$ cat src/playfield_pkg.sv
/*
 * shared types for the bitmap playfield line generator
 * VRAM is 64K x 16 bit words, colour indices are 8 bit
 * bpp code 3 behaves like 8 bpp
 * cfg fields are expected to stay stable for a whole frame
 */
package playfield_pkg;

    typedef logic [15:0] addr_t;                // VRAM word address
    typedef logic [15:0] word_t;                // VRAM data word
    typedef logic [7:0]  color_t;               // colour index
    typedef logic [10:0] hcount_t;              // horizontal timing count

    // pixel depth code
    typedef enum logic [1:0] {
        BPP_1_ATTR = 2'd0,                      // 1 bpp, fg/bg attribute in same word
        BPP_4      = 2'd1,                      // 4 bpp, 2 words per group
        BPP_8      = 2'd2                       // 8 bpp, 4 words per group
    } bpp_t;

    // 1 bpp word as seen by the expander
    typedef struct packed {
        logic [3:0] fore;                       // colour for set bits
        logic [3:0] back;                       // colour for clear bits
        logic [7:0] pixels;                     // bit 7 is leftmost pixel
    } pf_attr_word_t;

    // one memory word, attribute view or four raw nibbles
    typedef union packed {
        pf_attr_word_t   attr;                  // 1 bpp decode
        logic [3:0][3:0] nib;                   // 4 bpp decode, nib[3] leftmost
    } pf_bitmap_word_u;

    // playfield control, per frame
    typedef struct packed {
        logic   blank;                          // hold line address at start_addr
        addr_t  start_addr;                     // first word of frame
        word_t  line_len;                       // words per display line
        color_t colorbase;                      // XORed into every output index
        bpp_t   bpp;                            // pixel depth
    } pf_cfg_t;

    // one group of eight pixels, fetcher to pixel stage
    typedef struct packed {
        logic  valid;                           // one cycle strobe
        word_t w0;                              // first word, leftmost pixels
        word_t w1;
        word_t w2;
        word_t w3;
    } pf_words_t;

    // single word DMA read request
    typedef struct packed {
        logic  req;                             // hold until ack
        addr_t addr;                            // word to read, hold with req
    } pf_dma_t;

endpackage

$ cat src/pf_fetch.sv
/*
 * VRAM fetch sequencer for display words and single word DMA reads
 * relies on a fixed one cycle VRAM read latency
 * DMA starts only from idle with mem_fetch_i low
 * words_o.valid marks the previously read group, so the last group of a
 * line is never delivered and the fetch window must cover one extra group
 */
`timescale 1ns/10ps

module pf_fetch
    import playfield_pkg::*;
(
    input  logic      clk,
    input  logic      reset_i,
    input  logic      mem_fetch_i,              // fetch window
    input  logic      mem_fetch_start_i,        // reload running address
    input  logic      end_of_line_i,
    input  logic      end_of_frame_i,
    input  pf_cfg_t   cfg_i,
    input  pf_dma_t   dma_i,
    input  word_t     vram_data_i,              // data for last cycle's address
    input  logic      buf_full_i,               // pixel buffer busy, hold off
    output logic      vram_sel_o,
    output addr_t     vram_addr_o,
    output pf_words_t words_o,
    output logic      dma_ack_o,
    output word_t     dma_word_o
);

    typedef enum logic [3:0] {
        FETCH_IDLE,                             // wait for window or DMA
        FETCH_DMA_WAIT,                         // DMA address on bus
        FETCH_DMA_READ,                         // DMA data back
        FETCH_ADDR,                             // word 0 address out
        FETCH_WAIT,                             // word 1 address out if needed
        FETCH_READ_0,
        FETCH_READ_1,
        FETCH_READ_2,
        FETCH_READ_3
    } fetch_state_t;

    fetch_state_t   state, state_next;
    addr_t          pf_addr, addr_next;         // running display address
    addr_t          line_start;                 // first word of current line
    addr_t          vaddr_next;
    logic           sel_next;
    logic           issue;                      // put pf_addr on bus this cycle
    logic           first_grp, first_next;      // no group read yet this line
    logic           grp_valid, grp_valid_next;
    word_t [3:0]    grp_w, grp_w_next;          // words of group in flight
    logic           dma_ack_next;
    word_t          dma_word_next;
    logic           wide;                       // 8 bpp, code 3 included

    assign wide = cfg_i.bpp[1];

    always_comb begin
        state_next     = state;
        addr_next      = pf_addr;
        vaddr_next     = vram_addr_o;
        sel_next       = 1'b0;
        issue          = 1'b0;
        first_next     = first_grp;
        grp_valid_next = 1'b0;
        grp_w_next     = grp_w;
        dma_ack_next   = 1'b0;
        dma_word_next  = dma_word_o;

        case (state)
            FETCH_IDLE: begin
                if (mem_fetch_i) begin
                    state_next = FETCH_ADDR;
                end else if (dma_i.req && !dma_ack_o) begin    // skip req still up at ack
                    sel_next   = 1'b1;
                    vaddr_next = dma_i.addr;
                    state_next = FETCH_DMA_WAIT;
                end
            end
            FETCH_DMA_WAIT: begin
                state_next = FETCH_DMA_READ;
            end
            FETCH_DMA_READ: begin
                dma_word_next = vram_data_i;
                dma_ack_next  = 1'b1;
                state_next    = FETCH_IDLE;
            end
            FETCH_ADDR: begin
                if (!mem_fetch_i) begin
                    state_next = FETCH_IDLE;            // window over
                end else if (!buf_full_i) begin
                    issue      = 1'b1;                  // word 0
                    state_next = FETCH_WAIT;
                end
            end
            FETCH_WAIT: begin
                issue          = (cfg_i.bpp != BPP_1_ATTR);    // word 1
                grp_valid_next = !first_grp;            // hand over previous group
                first_next     = 1'b0;
                state_next     = FETCH_READ_0;
            end
            FETCH_READ_0: begin
                grp_w_next[0] = vram_data_i;
                if (cfg_i.bpp == BPP_1_ATTR) begin
                    state_next = FETCH_ADDR;
                end else begin
                    issue      = wide;                  // word 2
                    state_next = FETCH_READ_1;
                end
            end
            FETCH_READ_1: begin
                grp_w_next[1] = vram_data_i;
                if (!wide) begin
                    state_next = FETCH_ADDR;            // 4 bpp done
                end else begin
                    issue      = 1'b1;                  // word 3
                    state_next = FETCH_READ_2;
                end
            end
            FETCH_READ_2: begin
                grp_w_next[2] = vram_data_i;
                state_next    = FETCH_READ_3;
            end
            FETCH_READ_3: begin
                grp_w_next[3] = vram_data_i;
                state_next    = FETCH_ADDR;
            end
            default: begin
                state_next = FETCH_IDLE;
            end
        endcase

        if (issue) begin
            sel_next   = 1'b1;
            vaddr_next = pf_addr;
            addr_next  = pf_addr + 1'b1;
        end
    end

    always_ff @(posedge clk) begin
        if (reset_i) begin
            state       <= FETCH_IDLE;
            pf_addr     <= '0;
            line_start  <= '0;
            first_grp   <= 1'b0;
            grp_valid   <= 1'b0;
            vram_sel_o  <= 1'b0;
            vram_addr_o <= '0;
            dma_ack_o   <= 1'b0;
        end else begin
            state       <= state_next;
            pf_addr     <= addr_next;
            first_grp   <= first_next;
            grp_valid   <= grp_valid_next;
            vram_sel_o  <= sel_next;
            vram_addr_o <= vaddr_next;
            dma_ack_o   <= dma_ack_next;

            if (mem_fetch_start_i) begin
                pf_addr   <= line_start;                // new line from its start word
                first_grp <= 1'b1;
            end

            if (cfg_i.blank || end_of_frame_i) begin
                line_start <= cfg_i.start_addr;         // frame restart, or held while blank
            end else if (end_of_line_i) begin
                line_start <= line_start + cfg_i.line_len;
            end
        end
    end

    always_ff @(posedge clk) begin
        grp_w      <= grp_w_next;
        dma_word_o <= dma_word_next;
    end

    always_comb begin
        words_o.valid = grp_valid;
        words_o.w0    = grp_w[0];
        words_o.w1    = grp_w[1];
        words_o.w2    = grp_w[2];
        words_o.w3    = grp_w[3];
    end

endmodule

$ cat src/pf_scan_timing.sv
/*
 * scanout window and column counter
 * window opens at H_SCANOUT_BEGIN only inside the fetch window
 * VISIBLE_WIDTH must be a multiple of 8 for the final shift to land on column 7
 */
`timescale 1ns/10ps

module pf_scan_timing
    import playfield_pkg::*;
#(
    parameter int H_SCANOUT_BEGIN = 160,
    parameter int VISIBLE_WIDTH   = 640
) (
    input  logic    clk,
    input  logic    reset_i,
    input  hcount_t h_count_i,
    input  logic    mem_fetch_i,
    input  logic    end_of_line_i,
    output logic    scan_load_o,                // buffer to shifter
    output logic    scan_shift_o                // shift one pixel
);

    localparam hcount_t START_H = hcount_t'(H_SCANOUT_BEGIN);
    localparam hcount_t END_H   = hcount_t'(H_SCANOUT_BEGIN + VISIBLE_WIDTH);

    logic       window;                         // pixels being shown
    logic [2:0] col;                            // column within group
    logic       scan_start;
    logic       scan_end;                       // last pixel leaves this cycle

    assign scan_start = mem_fetch_i && (h_count_i == START_H);
    assign scan_end   = window && (h_count_i == END_H);

    // last column of a group reloads, except at window end where border shifts in
    assign scan_load_o  = scan_start || (window && (col == 3'd7) && !scan_end);
    assign scan_shift_o = window && ((col != 3'd7) || scan_end);

    always_ff @(posedge clk) begin
        if (reset_i) begin
            window <= 1'b0;
            col    <= '0;
        end else if (end_of_line_i || scan_end) begin
            window <= 1'b0;
        end else if (scan_start) begin
            window <= 1'b1;
            col    <= '0;
        end else if (window) begin
            col    <= col + 1'b1;                   // wraps every 8 pixels
        end
    end

endmodule

$ cat src/pf_pixel_out.sv
/*
 * pixel buffer, depth expansion and output shifter
 * holds one expanded group waiting and one group shifting out
 * shows border_color_i whenever no loaded pixel is left in the shifter
 * all output indices are XORed with cfg_i.colorbase
 */
`timescale 1ns/10ps

module pf_pixel_out
    import playfield_pkg::*;
(
    input  logic      clk,
    input  logic      reset_i,
    input  pf_words_t words_i,                  // group from fetcher
    input  pf_cfg_t   cfg_i,
    input  color_t    border_color_i,
    input  logic      mem_fetch_start_i,        // new line, drop leftovers
    input  logic      scan_load_i,
    input  logic      scan_shift_i,
    output logic      buf_full_o,
    output color_t    pf_color_index_o
);

    pf_bitmap_word_u w0_u;                      // word 0 in both views
    logic [63:0]     expanded;                  // eight 8 bit indices, leftmost on top
    logic [63:0]     pix_buf;                   // next group
    logic [63:0]     pix_shift;                 // group on screen
    logic [3:0]      pix_left;                  // loaded pixels still in shifter
    color_t          lead_pix;

    always_comb begin
        w0_u = words_i.w0;
        case (cfg_i.bpp)
            BPP_1_ATTR: begin
                for (int i = 0; i < 8; i++) begin
                    expanded[8*i +: 8] = {4'h0, w0_u.attr.pixels[i] ?
                                                w0_u.attr.fore : w0_u.attr.back};
                end
            end
            BPP_4: begin
                expanded = {4'h0, w0_u.nib[3], 4'h0, w0_u.nib[2],
                            4'h0, w0_u.nib[1], 4'h0, w0_u.nib[0],
                            4'h0, words_i.w1[15:12], 4'h0, words_i.w1[11:8],
                            4'h0, words_i.w1[7:4],   4'h0, words_i.w1[3:0]};
            end
            default: begin
                expanded = {words_i.w0, words_i.w1, words_i.w2, words_i.w3};   // high byte first
            end
        endcase
    end

    // control flags
    always_ff @(posedge clk) begin
        if (reset_i) begin
            buf_full_o <= 1'b0;
            pix_left   <= '0;
        end else begin
            if (scan_load_i) begin
                buf_full_o <= 1'b0;             // buffer taken
                pix_left   <= 4'd8;
            end else if (scan_shift_i && (pix_left != '0)) begin
                pix_left   <= pix_left - 1'b1;
            end
            if (words_i.valid) begin
                buf_full_o <= 1'b1;             // wins over a load in the same cycle
            end
            if (mem_fetch_start_i) begin
                buf_full_o <= 1'b0;
                pix_left   <= '0;
            end
        end
    end

    // pixel data
    always_ff @(posedge clk) begin
        if (scan_load_i) begin
            pix_shift <= pix_buf;
        end else if (scan_shift_i) begin
            pix_shift <= {pix_shift[55:0], border_color_i};
        end
        if (words_i.valid) begin
            pix_buf <= expanded;
        end
    end

    assign lead_pix         = (pix_left != '0) ? pix_shift[63:56] : border_color_i;
    assign pf_color_index_o = lead_pix ^ cfg_i.colorbase;

endmodule

$ cat src/playfield_top.sv
/*
 * bitmap playfield line generator, top level
 * VISIBLE_WIDTH must be a multiple of 8
 * vram_data_i must follow vram_sel_o/vram_addr_o by exactly one cycle
 * pixel x appears the cycle after h_count_i == H_SCANOUT_BEGIN + x
 */
`timescale 1ns/10ps

module playfield_top
    import playfield_pkg::*;
#(
    parameter int H_SCANOUT_BEGIN = 160,        // h count of first visible pixel
    parameter int VISIBLE_WIDTH   = 640         // pixels per line
) (
    input  logic      clk,
    input  logic      reset_i,
    input  hcount_t   h_count_i,                // horizontal timing count
    input  logic      mem_fetch_i,              // line fetch window
    input  logic      mem_fetch_start_i,        // strobe at window start
    input  logic      end_of_line_i,            // strobe
    input  logic      end_of_frame_i,           // strobe
    input  color_t    border_color_i,
    input  pf_cfg_t   cfg_i,                    // stable during frame
    input  pf_dma_t   dma_i,
    input  word_t     vram_data_i,
    output logic      vram_sel_o,
    output addr_t     vram_addr_o,
    output logic      dma_ack_o,                // one cycle pulse
    output word_t     dma_word_o,               // valid from ack on
    output color_t    pf_color_index_o
);

    pf_words_t words;                           // fetched group to pixel stage
    logic      buf_full;                        // pixel buffer occupied
    logic      scan_load;                       // buffer to shifter
    logic      scan_shift;                      // next pixel

    pf_fetch pf_fetch_inst (
        .clk               (clk),
        .reset_i           (reset_i),
        .mem_fetch_i       (mem_fetch_i),
        .mem_fetch_start_i (mem_fetch_start_i),
        .end_of_line_i     (end_of_line_i),
        .end_of_frame_i    (end_of_frame_i),
        .cfg_i             (cfg_i),
        .dma_i             (dma_i),
        .vram_data_i       (vram_data_i),
        .buf_full_i        (buf_full),
        .vram_sel_o        (vram_sel_o),
        .vram_addr_o       (vram_addr_o),
        .words_o           (words),
        .dma_ack_o         (dma_ack_o),
        .dma_word_o        (dma_word_o)
    );

    pf_scan_timing #(
        .H_SCANOUT_BEGIN (H_SCANOUT_BEGIN),
        .VISIBLE_WIDTH   (VISIBLE_WIDTH)
    ) pf_scan_timing_inst (
        .clk           (clk),
        .reset_i       (reset_i),
        .h_count_i     (h_count_i),
        .mem_fetch_i   (mem_fetch_i),
        .end_of_line_i (end_of_line_i),
        .scan_load_o   (scan_load),
        .scan_shift_o  (scan_shift)
    );

    pf_pixel_out pf_pixel_out_inst (
        .clk               (clk),
        .reset_i           (reset_i),
        .words_i           (words),
        .cfg_i             (cfg_i),
        .border_color_i    (border_color_i),
        .mem_fetch_start_i (mem_fetch_start_i),
        .scan_load_i       (scan_load),
        .scan_shift_i      (scan_shift),
        .buf_full_o        (buf_full),
        .pf_color_index_o  (pf_color_index_o)
    );

endmodule

$ cat config.mk
export PLATFORM = sky130hd
export DESIGN_NAME = playfield_top
export DESIGN_NICKNAME = d
export VERILOG_FILES = /design/src/playfield_pkg.sv /design/src/pf_fetch.sv /design/src/pf_scan_timing.sv /design/src/pf_pixel_out.sv /design/src/playfield_top.sv
export SDC_FILE = /design/constraint.sdc
export NUM_CORES = 1
export LEC_CHECK = 0
export ABC_AREA = 1
export BUFFER_PORTS_ARGS = -buffer_cell sky130_fd_sc_hd__buf_2
export CAP_MARGIN = 5
export CORE_MARGIN = 3
export CORE_UTILIZATION = 45
export CTS_CLUSTER_SIZE = 16
export DETAILED_ROUTE_END_ITERATION = 7
export PLACE_DENSITY = 0.64
export SKIP_LAST_GASP = 1
export SLEW_MARGIN = 30
export SYNTH_ARGS = -nofsm -noshare
export SYNTH_HDL_FRONTEND = slang
export SYNTH_SLANG_ARGS = --single-unit
$ cat constraint.sdc
create_clock -name clk -period 3.65 [get_ports clk]
set_clock_uncertainty 0.2 [all_clocks]
set_input_delay 0.73 -clock clk [delete_from_list [all_inputs] [get_ports clk]]
set_output_delay 0.73 -clock clk [all_outputs]
set_load 0.03 [all_outputs]
Yosys cells after proc, flatten, opt, wreduce, memory -nomap -nowiden --
Cells that the tools add are included.
Storage, ports and cells: flip-flop bits (word level) 273, input port bits 101, output and inout port bits 42, logic and storage cells 122
Cells by class: $add $sub $neg 4, eq/ne operators 16, multiplexer cells 45, bitwise operators 3, reductions and logical operators 34
Operators with widths (count):
- 16-bit 2-to-1 mux | 8
- 64-bit 2-to-1 mux | 2
- 64-bit case mux with 2 select lines | 1
- 4-bit 2-to-1 mux | 14
- 4-bit case mux with 8 select lines | 1
- 2-bit nonzero test | 10
- 16-bit by 1-bit adder with 16-bit output, second input constant | 1
- 16-bit adder | 1
- 4-bit by 3-bit equality test with 1-bit output, second input constant | 4
- 1-bit 2-to-1 mux | 13
- 3-bit 2-to-1 mux | 4
- 11-bit by 10-bit equality test with 1-bit output, second input constant | 1
- 11-bit by 8-bit equality test with 1-bit output, second input constant | 1
- 4-bit by 2-bit equality test with 1-bit output, second input constant | 2
- 8-bit 2-to-1 mux | 1
- 8-bit XOR | 1
- 1-bit logical AND | 7
- 3-bit != test, second input constant | 2
- 2-bit OR reduction | 3
- 4-bit by 1-bit equality test with 1-bit output, second input constant | 1
- 4-bit equality test, second input constant | 1
- 4-bit zero test | 1
- 1-bit logical OR | 4
- 1-bit case mux with 4 select lines | 1
- 13 further kinds | 17

Longest topological paths before layout --
depth in word-level cells 7, depth in mapped cells 11, mapped depth without buffers 11

By module --
Synthesis repeated with hierarchy kept, for this count alone.
Unflattened totals: cell total of the unflattened synthesis 1352, area, all modules 12719.7 sq um
By module, submodules not included:
- pf_pixel_out | times used 1, cells each 633, area each 6221.0 sq um, seq. area each 3943.8 sq um
- pf_fetch | times used 1, cells each 655, area each 6087.1 sq um, seq. area each 3523.4 sq um
- pf_scan_timing | times used 1, cells each 64, area each 411.6 sq um, seq. area each 80.1 sq um

Worst setup path after synthesis --
No wires, ideal clock.
kind input to register, start input port h_count_i[5], end register pf_scan_timing_inst.col[0], setup time 117 ps, data arrival time 2976 ps, data required time 3333 ps, slack 358 ps, cell stages on the path 9, path buffers 0, cell sequence inv_1 nor2_1 nand3_1 nor2_1 nand2_1 nand2_1 nand2_1 o21ai_0 nor2_1
Between the ends: word-level cells in the longest chain between the ends 5, elaborated cells between the ends (all ways) 9, classes of those cells eq/ne (2); mux (1); bitwise (1); reduce/logical (5)
RTL lines:
- start: declaration | RTL line playfield_top.sv:17 | input hcount_t h_count_i,
- 11-bit by 10-bit equality test with 1-bit output | RTL line pf_scan_timing.sv:32 | assign scan_end = window && (h_count_i == END_H);
- 1-bit logical AND | RTL line pf_scan_timing.sv:32
- 1-bit logical OR | RTL line pf_scan_timing.sv:42 | end else if (end_of_line_i || scan_end) begin
- 1-bit NOT (no source line)
- 2-bit AND reduction (no source line)
- end signal: assignment | RTL line pf_scan_timing.sv:48 | col <= col + 1'b1;
- end: declaration | RTL line pf_scan_timing.sv:27 | logic [2:0] col;
Parallel ways exist; a longest one is shown, timed or not. A chain may end at the register's enable or synchronous reset.

Final worst setup path --
start register pf_pixel_out_inst.pix_left[0], end output port pf_color_index_o[7]
Between the ends: word-level cells in the longest chain between the ends 3
RTL lines:
- start: declaration | RTL line pf_pixel_out.sv:28 | logic [3:0] pix_left;
- start signal: assignment | RTL line pf_pixel_out.sv:62 | pix_left <= pix_left - 1'b1;
- 4-bit nonzero test | RTL line pf_pixel_out.sv:86 | assign lead_pix = (pix_left != '0) ? pix_shift[63:56] : border_color_i;
- 8-bit 2-to-1 mux | RTL line pf_pixel_out.sv:86
- 8-bit XOR | RTL line pf_pixel_out.sv:87 | assign pf_color_index_o = lead_pix ^ cfg_i.colorbase;
- end: declaration | RTL line playfield_top.sv:30 | output color_t pf_color_index_o
Every way passes these cells.

==> flow_summary.ini <==
[status]
outcome = complete, no violations

[logic_synthesis]
synthTopCellsByArea = edfxtp_1, nand2_1, dfxtp_1, nand3_1, inv_1
synth_top_area_cell = edfxtp_1
syn-cell-area_sq_mm = 0.01263
synthCells = 1347
yosysWarnings = 0
avgSynthCellArea_sq_um = 9.376
synth-adder-area-share_pct = 2.041
yosys.cell_types.count = 41
syn-num-nets = 1468
synth_top_family_by_area = simple AND/OR/NAND/NOR gates
synth-simple-area-share_pct = 21.72
synth_top_area_share_pct = 49.46
synth_xor_area_share_pct = 2.080
ys_ff_latch = 273
synthMuxAreaShare_pct = 0.07926
synth_compound_area_share_pct = 8.044
yosysSeqAreaShare_pct = 59.76

[critical_path]
cp_data_required_time_ps = 2720
start_kind = register
path_class = register to output pin
crit_path_end_kind = output pin
crit_arrival_ps = 2170
cp_max_fo = 15

[timing]
rsz0062_at_grt = false
slew_viol_final = 0
setup_viol = 0
layout_setup_ws_ps = 546.9
worst_pin_slew_ps = 947.4
hold_viol = 0
period_share_pct = 85.02
fin_crit_ps = 3103
max_freq_ghz = 0.3223
finalSetupTns_ps = 0
relSlewSlack_pct = 36.84

[clocking]
cts-root-buf = clkbuf_16
cts_num_sinks = 273
clock_path_buffers = 3
postCtsSetupBuffers = 0
clkLatencyLatePin_ps = 550
cts_hold_buf = 0
cts.clk_slew.worst_paths_ps = 60
cts_max_level = 1
cts_buffers = 29
post_cts_resized = 0
cts_tree = done

[placed_design]
place_congestion = 0.9003
dpl.cell_count = 1826
dp_hpwl_um = 22010
dp_worst_setup_slack_ps = 679.8
buffer_ports.inserted = 142

[hold_path]
min_path_type = input port to register

[cells_and_area]
syn2layout_area_growth_pct = 15.54
drive_above_1_share_pct = 15.21
final_cells = 1878
num_antenna_cells = 0
post-route-util_pct = 53.55
layout.nets = 1606
ff_latch_area_sq_mm = 0.007548
fill_cells = 2446
multiInputGateArea_sq_mm = 0.004314

[grt]
overflow = 0
grt_pass1_vias = 9004
grt.total_usage_pct = 20.07
antenna_found_initial = 0
grt_pass1_wl_um = 49260
grt_max_degree = 72

[routing]
wire_per_inst_um = 16.59
first_pass_iters = 5
finalWirelength_um = 31150
via_count = 9773
drtAntennaViolNets = 0
via_per_inst = 5.204
dr.first_iter.drc_count = 1032
remaining_drc_errors = 0

[pwr]
leakagePower_nw = 6.110
power_frac_comb_pct = 9.6
power.total_w = 0.006723
pwr-share-clk_pct = 39.2
vdd_drop_max_mv = 0.3535
power_switching_w = 0.001656
switching_share_pct = 24.63
power_frac_seq_pct = 51.2
internal_power_w = 0.005068
power_density_mw_per_mm2 = 460.7

[die]
core_area_sq_mm = 0.02725
die_y_um = 173.5
dieWidth_um = 173.5
die-area_sq_mm = 0.03011
start_util_pct = 46.35
num_rows = 60
ioPinCount = 143

[run]
cap_violations = 0
==> worst max-delay path: stages, from the launching register on <==
cell     delay, ps
dfxtp_1        310
inv_1           90
ha_1           190
nand2_1         60
nor2_1         120
buf_4          210
mux2i_1        290
xnor2_1        140
buf_2          210
==> metrics by stage <==
step	hold WS, ps	area [sq um]
global route	217.2	14590
finish	217.0	14590
detailed placement	212.8	13750
CTS	203.1	14590
global placement	199.0	13750
floorplan	196.1	12630
==> worst paths after layout <==
| check | startpoint | end | slack, ps | cells past startpoint |
|---|---|---|---|---|
| worst min-delay path | vram_data_i[1] | pf_fetch_inst.dma_word_o[1]$_DFFE_PP_ | 220 | 1 |
| worst min register to register | pf_fetch_inst.first_grp$_SDFFE_PP0P_ | pf_fetch_inst.grp_valid$_SDFF_PP0_ | 220 | 1 |
| worst max register to register | pf_scan_timing_inst.col[0]$_SDFFE_PP0P_ | pf_pixel_out_inst.pix_shift[1]$_DFFE_PP_ | 1230 | 6 |
| worst max-delay path | pf_pixel_out_inst.pix_left[0]$_SDFFE_PP0P_ | pf_color_index_o[7] | 550 | 8 |
==> cell usage after synthesis (all sizes together) <==
master and n:
o21ai 64, o221ai 20, nand4 19, clkbuf 37
nor2 78, dfxtp 65, buf 17, mux2i 1
o211ai 1, edfxtp 208, nand2 377, xnor2 15
a211oi 2, fa 1, clkinv 2, nand3 145
xor2 15, or2 1, nor4 3, ha 19
nor3 20, o22ai 1, inv 145, a31oi 19
a21oi 72
==> kinds of logic (layout without fill, tap and decap cells) <==
logic type,after synthesis,count (layout)
simple gates,643,643
fa+ha+maj,20,20
mux,1,1
buf+inv,201,360
flops,273,273
compound gates,179,179
xor+xnor,30,30
==> registers in the layout, summed over array words and instances (netlist names), 3 cells and up <==
register,flops
pf_fetch_inst.dma_word_o,16
pf_pixel_out_inst.pix_shift,64
pf_fetch_inst.state,4
pf_pixel_out_inst.pix_buf,64
pf_scan_timing_inst.col,3
pf_pixel_out_inst.pix_left,4
pf_fetch_inst.vram_addr_o,16
pf_fetch_inst.pf_addr,16
pf_fetch_inst.line_start,16
pf_fetch_inst.words_o,64
==> power groups by stage <==
stage / logic [W] / clock network (W) / registers [W]
finish: 0.000646 / 0.00263 / 0.00344
CTS: 0.000645 / 0.00269 / 0.00344
detailed placement: 0.000643 / 0 / 0.00351
floorplan: 0.000385 / 0 / 0.00354
global placement: 0.000634 / 0 / 0.00351
global route: 0.000723 / 0.00282 / 0.00345
==> cell usage in the layout, fill, tap and decap left out, drive strengths merged, types with 2 or more instances in the layout <==
cell type	count
a31oi	19
ha	19
clkbuf	35
a21oi	72
nand3	145
nor3	20
nand4	19
nor4	3
nor2	78
xnor2	15
a211oi	2
inv	147
o221ai	20
xor2	15
clkinv	16
o21ai	64
nand2	377
edfxtp	208
dfxtp	65
buf	161
==> area by class of cell <==
type                       count  share of cell area [%]
timing repair buffer         161                   5.933
clock buffer                  35                   5.127
multi-input combinational    873                   29.56
sequential                   273                   51.73
clock inverter                17                  0.6688
tap                          372                   3.190
inverter                     147                   3.790
==> layer usage <==
layer,up-vias,GRT usage (%),share of wire [%]
li1,4850,-,-
met1,4535,31.96,48
met2,361,29.55,43
met3,27,2.672,7.0
met4,0,3.581,1.1
met5,-,0,0
(Power assumes the default switching activity.)
